File: src/logic/coh_bus_pkg.sv
// ----------------------------
// shared types for the coherence bus
// request message encoding
// data word and requester id
// ----------------------------

package coh_bus_pkg;

	// ----------------------------
	// data path widths
	// ----------------------------

	// one block is a single data word
	localparam int WORD_W = 64;

	// ----------------------------
	// request messages
	// ----------------------------

	// MSG_NONE   idle, nothing to do
	// MSG_GET_S  read a block, takes a response slot
	// MSG_PUT_M  write a block back, no response
	typedef enum logic [1:0] {
		MSG_NONE  = 2'd0,
		MSG_GET_S = 2'd1,
		MSG_PUT_M = 2'd2
	} msg_e;

	// ----------------------------
	// payload and requester types
	// ----------------------------

	// block data word
	typedef logic [WORD_W-1:0] word_t;

	// requester number, core 0 or core 1
	typedef logic core_id_t;

endpackage : coh_bus_pkg

File: src/logic/rsp_queue.sv
// ----------------------------
// in-order response queue
// slot allocation on accepted reads
// out-of-order fill by slot pointer
// in-order drain, pending-block lookup
// ----------------------------

`timescale 1ns/10ps

module rsp_queue #(
	parameter int TAG_W   = 4,
	parameter int IDX_W   = 4,
	parameter int Q_DEPTH = 4
) (
	input  logic                         clk,
	input  logic                         rst,
	// current core addresses for the lookup
	input  logic [TAG_W-1:0]             core0_req_tag_i,
	input  logic [IDX_W-1:0]             core0_req_idx_i,
	input  logic [TAG_W-1:0]             core1_req_tag_i,
	input  logic [IDX_W-1:0]             core1_req_idx_i,
	// accepted request
	input  logic                         req_acc_i,
	input  coh_bus_pkg::core_id_t        req_id_i,
	input  coh_bus_pkg::msg_e            req_msg_i,
	input  logic [TAG_W-1:0]             req_tag_i,
	input  logic [IDX_W-1:0]             req_idx_i,
	// fill from memory
	input  logic                         fill_vld_i,
	input  logic [$clog2(Q_DEPTH)-1:0]   fill_ptr_i,
	input  coh_bus_pkg::word_t           fill_data_i,
	// response acknowledges
	input  logic                         core0_rsp_ack_i,
	input  logic                         core1_rsp_ack_i,
	// status
	output logic                         pend_hit0_o,
	output logic                         pend_hit1_o,
	output logic                         q_full_o,
	output logic [$clog2(Q_DEPTH)-1:0]   alloc_ptr_o,
	// head slot
	output logic                         rsp_vld_o,
	output coh_bus_pkg::core_id_t        rsp_id_o,
	output logic [TAG_W-1:0]             rsp_tag_o,
	output logic [IDX_W-1:0]             rsp_idx_o,
	output coh_bus_pkg::word_t           rsp_data_o
);
	import coh_bus_pkg::*;

	localparam int PTR_W = $clog2(Q_DEPTH);

	typedef logic [PTR_W-1:0] ptr_t;
	// slot index plus wrap bit
	typedef logic [PTR_W:0]   wptr_t;

	// ----------------------------
	// slot storage
	// ----------------------------
	logic [TAG_W-1:0] tag_q  [Q_DEPTH];
	logic [IDX_W-1:0] idx_q  [Q_DEPTH];
	core_id_t         id_q   [Q_DEPTH];
	word_t            data_q [Q_DEPTH];
	logic [Q_DEPTH-1:0] vld_q;
	logic [Q_DEPTH-1:0] rdy_q;

	wptr_t head_r;
	wptr_t tail_r;
	ptr_t  head_idx;
	ptr_t  tail_idx;
	logic  alloc;
	logic  ack_named;
	logic  pop;

	assign head_idx = head_r[PTR_W-1:0];
	assign tail_idx = tail_r[PTR_W-1:0];

	// same slot, opposite wrap bits
	assign q_full_o    = (head_r[PTR_W] != tail_r[PTR_W]) && (head_idx == tail_idx);
	assign alloc_ptr_o = tail_idx;
	assign alloc       = req_acc_i && (req_msg_i == MSG_GET_S);

	// head slot drives the response
	assign rsp_vld_o  = vld_q[head_idx] && rdy_q[head_idx];
	assign rsp_id_o   = id_q[head_idx];
	assign rsp_tag_o  = tag_q[head_idx];
	assign rsp_idx_o  = idx_q[head_idx];
	assign rsp_data_o = data_q[head_idx];

	// the other core's ack has no effect
	assign ack_named = rsp_id_o ? core1_rsp_ack_i : core0_rsp_ack_i;
	assign pop       = rsp_vld_o && ack_named;

	// look for an outstanding read of either core's block
	always_comb begin
		pend_hit0_o = 1'b0;
		pend_hit1_o = 1'b0;
		for (int i = 0; i < Q_DEPTH; i++) begin
			if (vld_q[i] && tag_q[i] == core0_req_tag_i && idx_q[i] == core0_req_idx_i) begin
				pend_hit0_o = 1'b1;
			end
			if (vld_q[i] && tag_q[i] == core1_req_tag_i && idx_q[i] == core1_req_idx_i) begin
				pend_hit1_o = 1'b1;
			end
		end
	end

	// ----------------------------
	// control state
	// ----------------------------
	// alloc, fill and pop never touch the same slot in one cycle
	always_ff @(posedge clk) begin
		if (rst) begin
			head_r <= '0;
			tail_r <= '0;
			vld_q  <= '0;
			rdy_q  <= '0;
		end else begin
			if (alloc) begin
				vld_q[tail_idx] <= 1'b1;
				rdy_q[tail_idx] <= 1'b0;
				tail_r          <= tail_r + 1'b1;
			end
			if (fill_vld_i) begin
				rdy_q[fill_ptr_i] <= 1'b1;
			end
			if (pop) begin
				vld_q[head_idx] <= 1'b0;
				rdy_q[head_idx] <= 1'b0;
				head_r          <= head_r + 1'b1;
			end
		end
	end

	// slot payload
	always_ff @(posedge clk) begin
		if (alloc) begin
			tag_q[tail_idx] <= req_tag_i;
			idx_q[tail_idx] <= req_idx_i;
			id_q[tail_idx]  <= req_id_i;
		end
		if (fill_vld_i) begin
			data_q[fill_ptr_i] <= fill_data_i;
		end
	end

	// arbiter must hold reads back while full
	a_no_alloc_full: assert property (@(posedge clk) disable iff (rst)
		alloc |-> !q_full_o);

	// memory returns each read once, to a live slot
	a_fill_slot: assert property (@(posedge clk) disable iff (rst)
		fill_vld_i |-> vld_q[fill_ptr_i] && !rdy_q[fill_ptr_i]);

	// a core acks only a ready head slot addressed to it
	a_ack0_named: assert property (@(posedge clk) disable iff (rst)
		core0_rsp_ack_i |-> rsp_vld_o && rsp_id_o == 1'b0);
	a_ack1_named: assert property (@(posedge clk) disable iff (rst)
		core1_rsp_ack_i |-> rsp_vld_o && rsp_id_o == 1'b1);

endmodule : rsp_queue

File: config.mk
export PLATFORM = sky130hd
export DESIGN_NAME = rsp_queue
export DESIGN_NICKNAME = d
export VERILOG_FILES = /design/src/logic/coh_bus_pkg.sv /design/src/logic/rsp_queue.sv
export SDC_FILE = /design/constraint.sdc
export NUM_CORES = 1
export LEC_CHECK = 0
export BUFFER_PORTS_ARGS = -buffer_cell sky130_fd_sc_hd__buf_2
export CORE_AREA = 5 5 152 154
export CTS_CLUSTER_SIZE = 40
export DETAILED_ROUTE_END_ITERATION = 6
export DIE_AREA = 0 0 157 159
export PLACE_DENSITY_LB_ADDON = 0.15
export SLEW_MARGIN = 5
export SYNTH_ARGS = -nofsm -noshare
export SYNTH_HDL_FRONTEND = slang
export SYNTH_SLANG_ARGS = --single-unit
File: constraint.sdc
create_clock -name clk -period 7.91 [get_ports clk]
set_input_delay 0.791 -clock clk [delete_from_list [all_inputs] [get_ports clk]]
set_output_delay 0.791 -clock clk [all_outputs]
set_load 0.05 [all_outputs]
Word level (Yosys, flattened, before mapping)

Memories as Yosys holds them, arrays and structs flattened. A register that Yosys moved wholly into a read port is not among the register bits.
Index checks and enable logic that the tools add are counted.
W data, S select, Z words.

Add/sub/neg operators: 2
Magnitude comparators: 6
Eq/ne operators: 19
Mux-type cells: 39
Bitwise operators: 7
Reductions and logical operators: 23

Operator list:

| cell                  | count |
|---|---|
| $eq A4 B4 Y1          | 16 |
| $mux W4               | 8 |
| $logic_and A1 B1 Y1   | 23 |
| $mux W1               | 18 |
| $mux W2               | 8 |
| $and A4 B4 Y4         | 3 |
| $lt A2 B3 Y1 const B  | 3 |
| $not A4 Y4            | 2 |
| $or A4 B4 Y4          | 2 |
| $add A3 B1 Y3 const B | 2 |
| $demux W1 S2          | 3 |
| $ge A2 B1 Y1 const B  | 3 |
| $bmux W1 S2           | 2 |
| $eq A2 B1 Y1 const B  | 1 |
| $eq A2 B2 Y1          | 1 |
| $ne A1 B1 Y1          | 1 |

Register bits after elaboration: 14
Bits in writable memories: 292
Output and inout bits: 79
Memories: 4

Memories:

| name   | depth | bits a word | read ports | clocked after memory_dff | write ports | line            | RTL |
|---|---|---|---|---|---|---|---|
| data_q | 4     | 64          | 1          | 1                        | 1           | rsp_queue.sv:61 | `word_t data_q [Q_DEPTH];` |
| idx_q  | 4     | 4           | 5          | 1                        | 1           | rsp_queue.sv:59 | `logic [IDX_W-1:0] idx_q [Q_DEPTH];` |
| tag_q  | 4     | 4           | 5          | 1                        | 1           | rsp_queue.sv:58 | `logic [TAG_W-1:0] tag_q [Q_DEPTH];` |
| id_q   | 4     | 1           | 1          | 1                        | 1           | rsp_queue.sv:60 | `core_id_t id_q [Q_DEPTH];` |

Logic depth before layout (Yosys ltp)

Depth in word-level cells: 13
Mapped depth: 6
Depth with buffers taken out: 6

Worst setup path before layout

No wires, ideal clock.

Path kind: input port to flip-flop
Start point: in fill_ptr_i[1]
End point: mem data_q[0][0] (netlist name), enable pin
Arrival: 5545 ps
Data required time: 7328 ps
Slack: 1783 ps
Stages: 1
Buffers on the path: 0
Cell sequence: nor3b_1

RTL lines:

| item            | line            | RTL |
|---|---|---|
| start, declared | rsp_queue.sv:30 | `input logic [$clog2(Q_DEPTH)-1:0] fill_ptr_i,` |
| end, declared   | rsp_queue.sv:61 |  |

No word-level cell before the write port.

==> impl_results.md <==
- Reg2reg path depth: 5
- Synth Warn #: 0
- Worst VDD drop: 215 uV
- Sequential Power Share: 55.2%
- CP max FO: 47
- Nets: 864
- Setup bufs post-CTS: 0
- Worst Path Required: 7120 ps
- Final setup viols: 0
- CP startpoint kind: flip-flop
- Placer Congestion: 0.903
- Worst setup path class: flip-flop to output pin
- Synth Area per Inst: 21.4 um2
- Async set or reset register ratio after synthesis: 0%
- Switching share of power: 20.9%
- XOR/XNOR share of the synthesized area: 5.17%
- CP endpoint kind: output pin
- Vias/cell: 5.61
- EDFF count, synth: 292
- Status: complete, no violations
- Layout area overhead: 17.7%
- Max-slew violation count: 0
- Tightest Pin Transition: 1110 ps
- Core area: 0.0216 mm2
- #FFs+latches synth: 308
- Clk_skew: 6.83 ps
- Number of global-route vias before repair: 6529
- Post-synthesis mux area share: 14.1%
- Family with the most delay on the worst path: buffers and inverters
- Deepest clock path buffer count: 3
- Period utilisation layout: 47.7%
- Final hold vios: 0
- LEAKAGE: 4.82 nW
- Final setup TNS: 0 ps
- Fillers: 1478
- Clock power share: 38.6%
- Top FF cell, synth: edfxtp_1
- Initial DRC Count: 384
- WL/cell: 22.3 um
- GRT Total Usage: 19.2%
- First-pass GRT wire length: 36900 um
- Post-route cell area: 0.0141 mm2
- Die width: 157 um
- DIE HEIGHT: 159 um
- Top post-synthesis cells by area: edfxtp_1 73%, mux4_2 14%, xor2_1 3.5%, dfxtp_1 2.7%, xnor2_1 1.7%
- Initial antenna violation count: 4
- Synth unique cells: 28
- Routed WL: 23700 um
- Largest family of logic cells by synthesized area: multiplexers
- Largest net degree at the start of global routing: 74
- Sequential area share after synthesis: 75.6%
- Share of the synthesized area in the top cell type: 72.9%
- Clock transition at the registers of the reported paths: 60 ps
- Latest clock arrival within the worst-skew pair: 530 ps
- GRT overflow: 0
- WP buf/inv: 2
- Critical Path Slowest Stage Cell: buf_4
- Crit path DAT: 2980 ps
- Synth area leader: edfxtp_1
- Comb power frac: 6.2%
- TritonCTS clock tree: built
- CP max stage delay: 830 ps
- Most frequent cells after synthesis: 292 x edfxtp_1, 74 x mux4_2, 48 x xor2_1, 23 x xnor2_1, 16 x dfxtp_1
- Tightest Hold Check Type: input port to flip-flop
- Mapped Area: 0.0120 mm2
- Via count: 5951
- Root Buffer: clkbuf_16
- CTS Sinks: 308
- CTS buffer count: 31
- Synthesized-area fraction occupied by adder cells: 0.833%
- Post-route ant nets: 0
- DRC viols: 0
- DP HPWL: 15500 um
- Max H-tree Level: 1
- RSZ-0062 raised after global routing: false
- Die area: 0.0250 mm2
- Initial Utilization: 55.8%
- Post-layout util: 65.6%
- Resized Gates After CTS: 0
- Post-Syn Nets: 670
- Worst hold stages: 1
- ANT cells: 0
- # IOs: 178
- Critical Path Stages: 3
- Pre-Repair DR Iteration Count: 4
- Hold-fix buffers, CTS: 0
- Switching power: 0.000713 W
- Max_cap viols: 0
- Most numerous cell in the Yosys netlist: edfxtp_1
- P_int: 0.00269 W
- Fin crit period: 3770 ps
- Synth Area in Simple Gates: 2.44%
- Cell count after synthesis: 563
- PortBufs: 177
- Num rows: 54
- Layout cells sized above 1: 38.7%
- Power per cell area: 241 mW/mm2
- Slew margin rel.: 26.3%
- Worst-path cell chain: buf_4, mux4_2, buf_2
- Compound-cell area share of the yosys netlist: 0.718%
- Fmax achieved: 0.265 GHz
- Area post-placement: 0.0132 mm2
==> placed cells by master, fill, tap and decap left out, types with 7 or more instances in the layout <==
master     Yosys  routed
inv_1          9       9
nor4_1         7       7
ha_1           8       8
dfxtp_1       16      14
xnor2_1       23      23
clkbuf_16      0      31
nand4_1        9       9
nor2_1        11      10
clkinv_1       0      10
nand2_1       12      12
nor3_1        10      10
clkbuf_1       9      10
mux4_2        74      74
xor2_1        48      48
buf_2          8     177
edfxtp_1     292     292
==> cell families after synthesis <==
group                      count (synthesis)
AOI/OAI and AO/OA                         14
xor gates and xnor gates                  71
adders and majority gates                  8
buffers and inverters                     30
DFF                                      308
muxes                                     76
and+or+nand+nor                           56
==> worst reg2reg max path, cell delays in order, from the launching register on <==
cell     delay (ps)
dfxtp_4        1050
mux4_2          550
mux2i_4         250
nor3b_2         300
xnor2_1         150
nor2_1           50
==> sequential cells by signal (all words and copies together) (netlist names), named ones only <==
signal,count
rdy_q,4
idx_q,16
tag_q,16
vld_q,4
id_q,4
tail_r,3
head_r,3
data_q,256
==> worst paths after layout <==
kind                            slack [ps]       from        endpoint
worst max-delay path                  4140  flip-flop  rsp_data_o[60]
worst min-delay path                   470   req_id_i         id_q[3]
worst max register to register        5450  flip-flop       head_r[2]
worst min register to register         530   rdy_q[3]        rdy_q[3]
==> cell type report <==
type / instances / area, um2 / area share, %
flip-flops and latches: 308 / 9100 / 64.3
clock inverters: 14 / 82.6 / 0.584
clock buffers: 43 / 841 / 5.94
multi-input cells: 225 / 2820 / 19.9
repair buffers: 182 / 923 / 6.53
well taps: 280 / 350 / 2.48
inverters: 9 / 33.8 / 0.239
==> layer usage <==
layer  vias up  global-route usage, %  wire length, um
li1       2682                      -                -
met1      3053                   25.5             9490
met2       167                   32.1            11900
met3        41                   5.52             1830
met4         8                   4.10              425
met5         -                      0               46
==> power groups by stage <==
stage               clock network [W]  logic (W)  registers (W)
finish                        0.00131   0.000213        0.00188
CTS                           0.00135   0.000216        0.00188
floorplan                           0   0.000131        0.00191
global route                  0.00143   0.000227        0.00188
global placement                    0   0.000211        0.00191
detailed placement                  0   0.000215        0.00191
==> stage by stage <==
stage | setup slack [ps] | hold slack (ps) | total power (W) | std cells
floorplan | 1780 | 491 | 0.00204 | 563
global placement | 4560 | 509 | 0.00212 | 1004
detailed placement | 4550 | 513 | 0.00213 | 1004
CTS | 3970 | 441 | 0.00344 | 1061
global route | 3820 | 450 | 0.00354 | 1061
finish | 4140 | 465 | 0.00341 | 1061
Note: power is estimated with default switching activity, not from simulation.
