[config.mk]
export PLATFORM = sky130hd
export DESIGN_NAME = bus_arbiter
export DESIGN_NICKNAME = d
export VERILOG_FILES = /design/src/logic/coh_bus_pkg.sv /design/src/logic/bus_arbiter.sv
export SDC_FILE = /design/constraint.sdc
export NUM_CORES = 1
export LEC_CHECK = 0
export BUFFER_PORTS_ARGS = -buffer_cell sky130_fd_sc_hd__buf_2
export CORE_AREA = 2 2 89 91
export DETAILED_ROUTE_END_ITERATION = 8
export DIE_AREA = 0 0 91 93
export PLACE_DENSITY = 0.65
export SLEW_MARGIN = 10
export SYNTH_ARGS = -nofsm -noshare
export SYNTH_HDL_FRONTEND = slang
export SYNTH_SLANG_ARGS = --single-unit
[constraint.sdc]
create_clock -name clk -period 1.65 [get_ports clk]
set_input_delay 0.33 -clock clk [delete_from_list [all_inputs] [get_ports clk]]
set_output_delay 0.33 -clock clk [all_outputs]
set_load 0.01 [all_outputs]
[src/logic/coh_bus_pkg.sv]
// ----------------------------
// shared types for the coherence bus
// request message encoding
// data word and requester id
// ----------------------------

package coh_bus_pkg;

	// ----------------------------
	// data path widths
	// ----------------------------

	// one block is a single data word
	localparam int WORD_W = 64;

	// ----------------------------
	// request messages
	// ----------------------------

	// MSG_NONE   idle, nothing to do
	// MSG_GET_S  read a block, takes a response slot
	// MSG_PUT_M  write a block back, no response
	typedef enum logic [1:0] {
		MSG_NONE  = 2'd0,
		MSG_GET_S = 2'd1,
		MSG_PUT_M = 2'd2
	} msg_e;

	// ----------------------------
	// payload and requester types
	// ----------------------------

	// block data word
	typedef logic [WORD_W-1:0] word_t;

	// requester number, core 0 or core 1
	typedef logic core_id_t;

endpackage : coh_bus_pkg

[src/logic/bus_arbiter.sv]
// ----------------------------
// two-core request arbiter
// alternating priority, blocked cores skipped
// request mux and acknowledge generation
// ----------------------------

`timescale 1ns/10ps

module bus_arbiter #(
	parameter int TAG_W = 4,
	parameter int IDX_W = 4
) (
	input  logic                 clk,
	input  logic                 rst,
	// core 0 request
	input  logic                 core0_req_en_i,
	input  logic [TAG_W-1:0]     core0_req_tag_i,
	input  logic [IDX_W-1:0]     core0_req_idx_i,
	input  coh_bus_pkg::word_t   core0_req_data_i,
	input  coh_bus_pkg::msg_e    core0_req_msg_i,
	// core 1 request
	input  logic                 core1_req_en_i,
	input  logic [TAG_W-1:0]     core1_req_tag_i,
	input  logic [IDX_W-1:0]     core1_req_idx_i,
	input  coh_bus_pkg::word_t   core1_req_data_i,
	input  coh_bus_pkg::msg_e    core1_req_msg_i,
	// queue status
	input  logic                 pend_hit0_i,
	input  logic                 pend_hit1_i,
	input  logic                 q_full_i,
	// acknowledges
	output logic                 core0_req_ack_o,
	output logic                 core1_req_ack_o,
	// accepted request
	output logic                 req_acc_o,
	output coh_bus_pkg::core_id_t req_id_o,
	output coh_bus_pkg::msg_e    req_msg_o,
	output logic [TAG_W-1:0]     req_tag_o,
	output logic [IDX_W-1:0]     req_idx_o,
	output coh_bus_pkg::word_t   req_data_o
);
	import coh_bus_pkg::*;

	// 0 means core 0 preferred
	logic prio_r;
	logic ok0;
	logic ok1;
	logic gnt0;
	logic gnt1;

	// a core may go when enabled, not blocked by a pending read,
	// and not a read facing a full queue
	assign ok0 = core0_req_en_i && !pend_hit0_i &&
		!(core0_req_msg_i == MSG_GET_S && q_full_i);
	assign ok1 = core1_req_en_i && !pend_hit1_i &&
		!(core1_req_msg_i == MSG_GET_S && q_full_i);

	// preferred core first, other core as fallback
	assign gnt0 = ok0 && (!prio_r || !ok1);
	assign gnt1 = ok1 && (prio_r || !ok0);

	assign core0_req_ack_o = gnt0;
	assign core1_req_ack_o = gnt1;
	assign req_acc_o       = gnt0 || gnt1;

	// ----------------------------
	// request mux
	// ----------------------------
	assign req_id_o   = gnt1;
	assign req_msg_o  = gnt1 ? core1_req_msg_i  : core0_req_msg_i;
	assign req_tag_o  = gnt1 ? core1_req_tag_i  : core0_req_tag_i;
	assign req_idx_o  = gnt1 ? core1_req_idx_i  : core0_req_idx_i;
	assign req_data_o = gnt1 ? core1_req_data_i : core0_req_data_i;

	// priority flips every cycle
	always_ff @(posedge clk) begin
		if (rst) begin
			prio_r <= 1'b0;
		end else begin
			prio_r <= ~prio_r;
		end
	end

endmodule : bus_arbiter

### Word-level counts from Yosys, hierarchy flattened

Cells that the tools add are included.

| operators by class | value |
|---|---|
| bitwise operators | 1 |
| reduce and logical (&&, ||, !) cells | 18 |
| muxes and demuxes | 4 |
| equality and inequality tests | 2 |

Operators by type and width:

| kind | number |
|---|---|
| $mux W64 | 1 |
| $logic_and A1 B1 Y1 | 8 |
| $mux W4 | 2 |
| $logic_not A1 Y1 | 7 |
| $eq A2 B1 Y1 const B | 2 |
| $logic_or A1 B1 Y1 | 3 |
| $mux W2 | 1 |
| $not A1 Y1 | 1 |

| word-level totals | value |
|---|---|
| output and inout port bits | 78 |
| register bits after elaboration | 1 |
| word-level logic and storage cells | 26 |

### Longest topological paths before layout

Gate-level depths: netlist (run 1).

| depth | value |
|---|---|
| depth after elaboration | 8 |
| gate-level depth with buffers | 7 |
| mapped depth without buffers | 4 |

### Worst setup path after synthesis (run 1)

Ideal clock, no wire load.

| path | value |
|---|---|
| path kind | in2out |
| start point | input core1_req_msg_i[1] |
| end point | output req_data_o[11] |
| cell stages on the path | 6 |
| required time | 1320 ps |
| setup slack | -69 ps |
| buffers on the path | 2 |
| arrival time | 1389 ps |
| cell sequence | inv_2 -> a311oi_2 -> o21ai_1 -> buf_6 -> buf_6 -> mux2_4 |

| between the ends | value |
|---|---|
| longest elaborated chain between the ends | 6 |

Ends and longest elaborated chain:

| element | line | RTL |
|---|---|---|
| start: declaration | bus_arbiter.sv:26 | `input coh_bus_pkg::msg_e core1_req_msg_i,` |
| $eq A2 B1 Y1 | bus_arbiter.sv:56 | `!(core1_req_msg_i == MSG_GET_S && q_full_i);` |
| $logic_and A1 B1 Y1 | bus_arbiter.sv:56 |  |
| $logic_not A1 Y1 | bus_arbiter.sv:56 |  |
| $logic_and A1 B1 Y1 | bus_arbiter.sv:55 | `assign ok1 = core1_req_en_i && !pend_hit1_i &&` |
| $logic_and A1 B1 Y1 | bus_arbiter.sv:60 | `assign gnt1 = ok1 && (prio_r \|\| !ok0);` |
| $mux W64 | bus_arbiter.sv:73 | `assign req_data_o = gnt1 ? core1_req_data_i : core0_req_data_i;` |
| end: declaration | bus_arbiter.sv:40 | `output coh_bus_pkg::word_t req_data_o` |

Every way passes these cells.

### Worst setup path after layout (run 1)

| path | value |
|---|---|
| start point | input q_full_i |
| end point | output req_data_o[60] |

| between the ends | value |
|---|---|
| longest elaborated chain between the ends | 7 |
| elaborated cells between the ends (all ways) | 10 |
| classes of those cells | 1 x mux; 9 x reduce/logical |

Ends and longest elaborated chain:

| element | line | RTL |
|---|---|---|
| start: declaration | bus_arbiter.sv:30 | `input logic q_full_i,` |
| $logic_and A1 B1 Y1 | bus_arbiter.sv:54 | `!(core0_req_msg_i == MSG_GET_S && q_full_i);` |
| $logic_not A1 Y1 | bus_arbiter.sv:54 |  |
| $logic_and A1 B1 Y1 | bus_arbiter.sv:53 | `assign ok0 = core0_req_en_i && !pend_hit0_i &&` |
| $logic_not A1 Y1 | bus_arbiter.sv:60 |  |
| $logic_or A1 B1 Y1 | bus_arbiter.sv:60 |  |
| $logic_and A1 B1 Y1 * | bus_arbiter.sv:60 |  |
| $mux W64 * | bus_arbiter.sv:73 |  |

Every way passes the cells marked *; elsewhere a longest branch is shown, timed or not.

==> results of run 1 <==
## critical path: stages
cell	delay [ps]
buf_8	100
nand3b_1	70
nand3b_1	140
o21ai_4	220
buf_12	150
buf_12	160
mux2_2	350
buf_2	140
## per-layer routing
layer / vias up / global-route usage / part of all wire
met5: - / 0 / 0
met4: 0 / 0 / 0
met3: 0 / 0.0121 / 0.098
met2: 138 / 0.223 / 0.54
met1: 753 / 0.124 / 0.36
li1: 817 / - / -
## cell usage after synthesis, drive strengths merged
cell,n,area [µm²]
a21oi,1,5.00
a311oi,1,15.0
buf,9,85.1
dfxtp,1,20.0
inv,3,11.3
mux2,74,1020
nand2b,1,6.26
nand3b,2,15.0
nor2,1,3.75
o21ai,1,5.00
## where the power goes
part	internal (mW)	leakage, nW	switching (mW)
logic	0.579	1.69	0.322
clock network	0	0	0
registers	0.0265	0.00839	0.00239
total	0.606	1.70	0.324
## final timing paths
kind / depth (start not counted) / end / slack, ps
worst max-delay path: 8 / req_data_o[60] / -360
worst min-delay path: 2 / prio_r / 500
worst max register to register: 2 / prio_r / 980
worst min register to register: 2 / prio_r / 610
## kinds of logic after synthesis
| group | synth area share |
|---|---|
| buffers and inverters | 0.0814 |
| multiplexers | 0.859 |
| flip-flops | 0.0169 |
| AO/OA/AOI/OAI | 0.0211 |
| AND/OR/NAND/NOR | 0.0211 |
## final cells by class
type,count,area (µm²)
multi-input combinational,81,1090
inverter,3,13.8
sequential,1,20.0
timing repair buffer,241,1640
fill,769,4640
tap,102,128
## placed cells by master (no fill, tap or decap), types with 2 or more instances in the layout
| master | n |
|---|---|
| buf_12 | 3 |
| mux2_2 | 24 |
| buf_2 | 177 |
| mux2_4 | 50 |
| nand3b_1 | 2 |
| inv_2 | 2 |
| buf_4 | 4 |
| buf_6 | 55 |
## stage by stage
step / instances / utilization
2_1_floorplan: 94 / -
3_3_place_gp: 424 / 0.329
3_5_place_dp: 424 / 0.329
4_1_cts: 424 / 0.374
5_1_grt: 428 / 0.384
6_report: 428 / 0.384
## repair_timing
item | 4_1_cts | 5_1_grt
pin swaps | 1 | 0
endpoints found under the setup margin | 76 | 76
gates resized for setup | 56 | 3
buffers inserted | 0 | 2
hold endpoints to repair | 0 | 0
gates cloned | 0 | 2
==> results.sh, run 1 <==
export IMPL_setup_viol=76
export IMPL_power_density_nw_per_um2=322
export IMPL_synth_seq_cells=1
export IMPL_core_um2=7530
export IMPL_rsz0062_at_grt="yes"
export IMPL_hold_slack_ps=501
export IMPL_cap_viol_max_count=0
export IMPL_num_vias=1708
export IMPL_hp_class="in2reg"
export IMPL_fmax_mhz=496
export IMPL_yosys_warnings=0
export IMPL_fin_area_um2=2890
export IMPL_avgSynthCellArea_um2=12.6
export IMPL_die_h_um=93
export IMPL_pre_cts_ws_ps=-390
export IMPL_dr_pass1_iters=4
export IMPL_grt_total_usage=0.108
export IMPL_dpl_cell_area_um2=2470
export IMPL_slew_viol_final=0
export IMPL_rows=32
export IMPL_remaining_drc_errors=0
export IMPL_post_route_min_period_ps=2010
export IMPL_grt_pass1_wl_mm=7.82
export IMPL_ant_nets=0
export IMPL_regMostFlops="prio_r"
export IMPL_critPathKind="in2out"
export IMPL_initial_utilization=0.157
export IMPL_cts_clk_slew_worst_paths_ps=0
export IMPL_crit_arrival_ps=1680
export IMPL_fin_skew_ps=0
export IMPL_timing_rr_start="prio_r"
export IMPL_cp_start_kind="input port"
export IMPL_synth_cells=94
export IMPL_syn_num_nets=249
export IMPL_gp_congestion=0.782
export IMPL_drt_iter0_markers=13
export IMPL_via_per_inst=3.99
export IMPL_hold_violations=0
export IMPL_min_delay_start="rst"
export IMPL_vdd_drop_max_v=0.000166
export IMPL_netlist_area_um2=1180
export IMPL_p_total_mw=0.930
export IMPL_nets=483
export IMPL_top_level_ports=233
export IMPL_grt_overflow_total=0
export IMPL_fin_crit_sh=1.22
export IMPL_cts_hold_buf=0
export IMPL_antenna_cells=0
export IMPL_die_x_um=91
export IMPL_grt_max_degree=39
export IMPL_largestRegisters="prio_r (1)"
export IMPL_largest_register_ffs=1
export IMPL_grt_pass1_vias=1664
export IMPL_routedWlPerCell_um=13.3
export IMPL_syn_to_final_growth_pct=144
export IMPL_leakagePower_nw=1.70
export IMPL_cp_end_kind="output pin"
export IMPL_cp_required_ps=1320
export IMPL_violations="negative setup slack"
export IMPL_clkLatencyLatePin_ps=0
export IMPL_final_layout_size_suffix_gt1_frac=0.982
export IMPL_die_area_um2=8460
export IMPL_setup_ws_ps=-365
export IMPL_hpwl_mm=4.47
export IMPL_path_max_fanout=19
export IMPL_max_slew_margin=0.804
export IMPL_ys_types=14
export IMPL_setup_tns_ps=-24400
export IMPL_status="finished, violations left"
export IMPL_placement_io_buffers=232
export IMPL_crit_start="q_full_i"
export IMPL_antenna_found_initial=0
export IMPL_yosysSeqAreaShare=0.0169
export IMPL_drt_wl_total_mm=5.71
export IMPL_tightestPinTransition_ps=293
(Power assumes the default switching activity.)
==> run 2: changes to the inputs <==
BUFFER_PORTS_ARGS = unset   (was -buffer_cell sky130_fd_sc_hd__buf_2)
CORE_AREA = 2 2 90 92   (was 2 2 89 91)
DIE_AREA = 0 0 92 94   (was 0 0 91 93)
DONT_BUFFER_PORTS = 1   (was unset)
PLACE_DENSITY = 0.37   (was 0.65)
==> run 2 against run 1 <==
Net effect: the flow still finishes with violations (negative setup slack); combinational power decreased by 41%; via count fell by 47%; clock skew stayed put; sequential share of layout area up 0.55 points; worst hold slack worse by 96 ps; fmax rose by 12%; sequential power barely moved; critical path depth is 2 lower; register-to-register slack gained 90 ps; die area up 2.2%; final area decreased by 44%; critical path type unchanged; largest cell class is now multi-input combinational cells.
==> results.sh, run 2 (synthesized netlist as in run 1, its figures left out) <==
export IMPL_status="finished, violations left"
export IMPL_violations="negative setup slack"
export IMPL_ant_nets=0
export IMPL_cp_start_kind="input port"
export IMPL_crit_top_cell="nand3b_1"
export IMPL_cts_clk_slew_worst_paths_ps=0
export IMPL_grt_pass1_wl_mm=5.71
export IMPL_dr_pass1_iters=4
export IMPL_hold_violations=0
export IMPL_grt_max_degree=21
export IMPL_fin_area_um2=1610
export IMPL_placement_io_buffers=0
export IMPL_multiInputGateArea_um2=1160
export IMPL_core_um2=7610
export IMPL_p_clk_frac=0
export IMPL_p_total_mw=0.558
export IMPL_power_density_nw_per_um2=347
export IMPL_reg2reg_to="prio_r"
export IMPL_power_switching_mw=0.229
export IMPL_timing_rr_start="prio_r"
export IMPL_fin_skew_ps=0
export IMPL_crit_arrival_ps=1480
export IMPL_regMostFlops="prio_r"
export IMPL_hpwl_mm=4.16
export IMPL_post_route_min_period_ps=1810
export IMPL_dpl_cell_area_um2=1350
export IMPL_gp_congestion=0.789
export IMPL_fin_crit_sh=1.09
export IMPL_setup_viol=74
export IMPL_leakagePower_nw=0.836
export IMPL_max_stage_delay_ps=330
export IMPL_most_common_layout_cells="67 x mux2_4, 9 x buf_4, 7 x mux2_2"
export IMPL_comb_power_share=0.948
export IMPL_routedWlPerCell_um=23.9
export IMPL_hold_path_endpoint="prio_r"
export IMPL_grt_total_usage=0.0842
export IMPL_r2r_slack_ps=1070
export IMPL_initial_utilization=0.156
export IMPL_cp_end_kind="output pin"
export IMPL_fmax_mhz=554
export IMPL_setup_ws_ps=-155
export IMPL_seqPwrFrac=0.052
export IMPL_drt_iter0_markers=14
export IMPL_largestRegisters="prio_r (1)"
export IMPL_r2r_cells=1
export IMPL_via_per_inst=4.38
export IMPL_vdd_drop_max_v=0.000143
export IMPL_critPathKind="in2out"
export IMPL_hold_depth=1
export IMPL_clkLatencyLatePin_ps=0
export IMPL_die_area_um2=8650
export IMPL_tightestPinTransition_ps=364
export IMPL_fillerInstances=833
export IMPL_max_slew_margin=0.758
export IMPL_cp_required_ps=1320
export IMPL_path_max_fanout=10
export IMPL_slew_viol_final=0
export IMPL_grt_overflow_total=0
export IMPL_final_layout_size_suffix_gt1_frac=0.932
export IMPL_nets=260
export IMPL_hp_class="in2reg"
export IMPL_antenna_found_initial=0
export IMPL_min_delay_start="rst"
export IMPL_cts_hold_buf=0
export IMPL_top_level_ports=233
export IMPL_remaining_drc_errors=0
export IMPL_worstPathCellList="nand3b_1 -> nand3b_1 -> o21ai_4 -> buf_12 -> clkbuf_16 -> mux2_4"
export IMPL_drt_wl_total_mm=4.90
export IMPL_grt_pass1_vias=926
export IMPL_syn_to_final_growth_pct=35.7
export IMPL_crit_start="core0_req_msg_i[1]"
export IMPL_cap_viol_max_count=0
export IMPL_rsz0062_at_grt="yes"
export IMPL_largest_register_ffs=1
export IMPL_layout_commonest_cell="mux2_4"
export IMPL_die_h_um=94
export IMPL_slowest_stage="mux2_4"
export IMPL_regArea_um2=20.0
export IMPL_swShare=0.411
export IMPL_die_x_um=92
export IMPL_p_int_mw=0.328
export IMPL_num_vias=897
export IMPL_antenna_cells=0
export IMPL_rows=32
-- run 2: worst max-delay path by stage --
stage                      to  slack [ps]  cells after the start
4_1_cts        req_data_o[20]        -140                      6
3_3_place_gp   req_data_o[11]        -150                      6
2_1_floorplan  req_data_o[11]         -30                      5
6_report       req_data_o[16]        -160                      6
3_5_place_dp   req_data_o[20]        -190                      6
5_1_grt        req_data_o[16]        -220                      6
-- run 2: per-layer routing --
| layer | share of wire | track usage |
|---|---|---|
| met5 | 0 | 0 |
| met4 | 0 | 0 |
| met3 | 0.091 | 0.0120 |
| met2 | 0.59 | 0.180 |
| met1 | 0.32 | 0.0911 |
-- run 2: timing repair --
action                     4_1_cts  5_1_grt
setup buffers                    6        2
gates resized for setup         12       14
gates cloned                     2        3
setup endpoints to repair       74       76
-- run 2: worst max-delay path: cells and delay by family --
family / cells / cell delay (ps)
and+or+nand+nor: 2 / 220
AOI/OAI and AO/OA: 1 / 210
muxes: 1 / 330
buffers and inverters: 2 / 370
-- run 2: layout make-up --
| cell class | instances | share of cell area |
|---|---|---|
| multi-input combinational | 81 | 0.720 |
| tap | 102 | 0.0794 |
| sequential | 1 | 0.0125 |
| timing repair buffer | 18 | 0.178 |
| inverter | 3 | 0.0101 |
-- run 2: metrics by stage --
stage | util | setup slack [ps] | instances | TNS (ps) | hold slack (ps)
global placement | 0.177 | -146 | 193 | -6500 | 405
global route | 0.211 | -218 | 205 | -13300 | 412
detailed placement | 0.177 | -191 | 193 | -9200 | 407
CTS | 0.196 | -138 | 201 | -8400 | 407
floorplan | - | -30.9 | 94 | -1490 | 397
finish | 0.211 | -155 | 205 | -8730 | 405
-- run 2: power groups by stage --
stage / clock network (mW) / logic, mW / registers, mW
3_5_place_dp: 0 / 0.448 / 0.0288
5_1_grt: 0 / 0.551 / 0.0291
6_report: 0 / 0.529 / 0.0289
2_1_floorplan: 0 / 0.397 / 0.0278
3_3_place_gp: 0 / 0.445 / 0.0286
4_1_cts: 0 / 0.496 / 0.0288
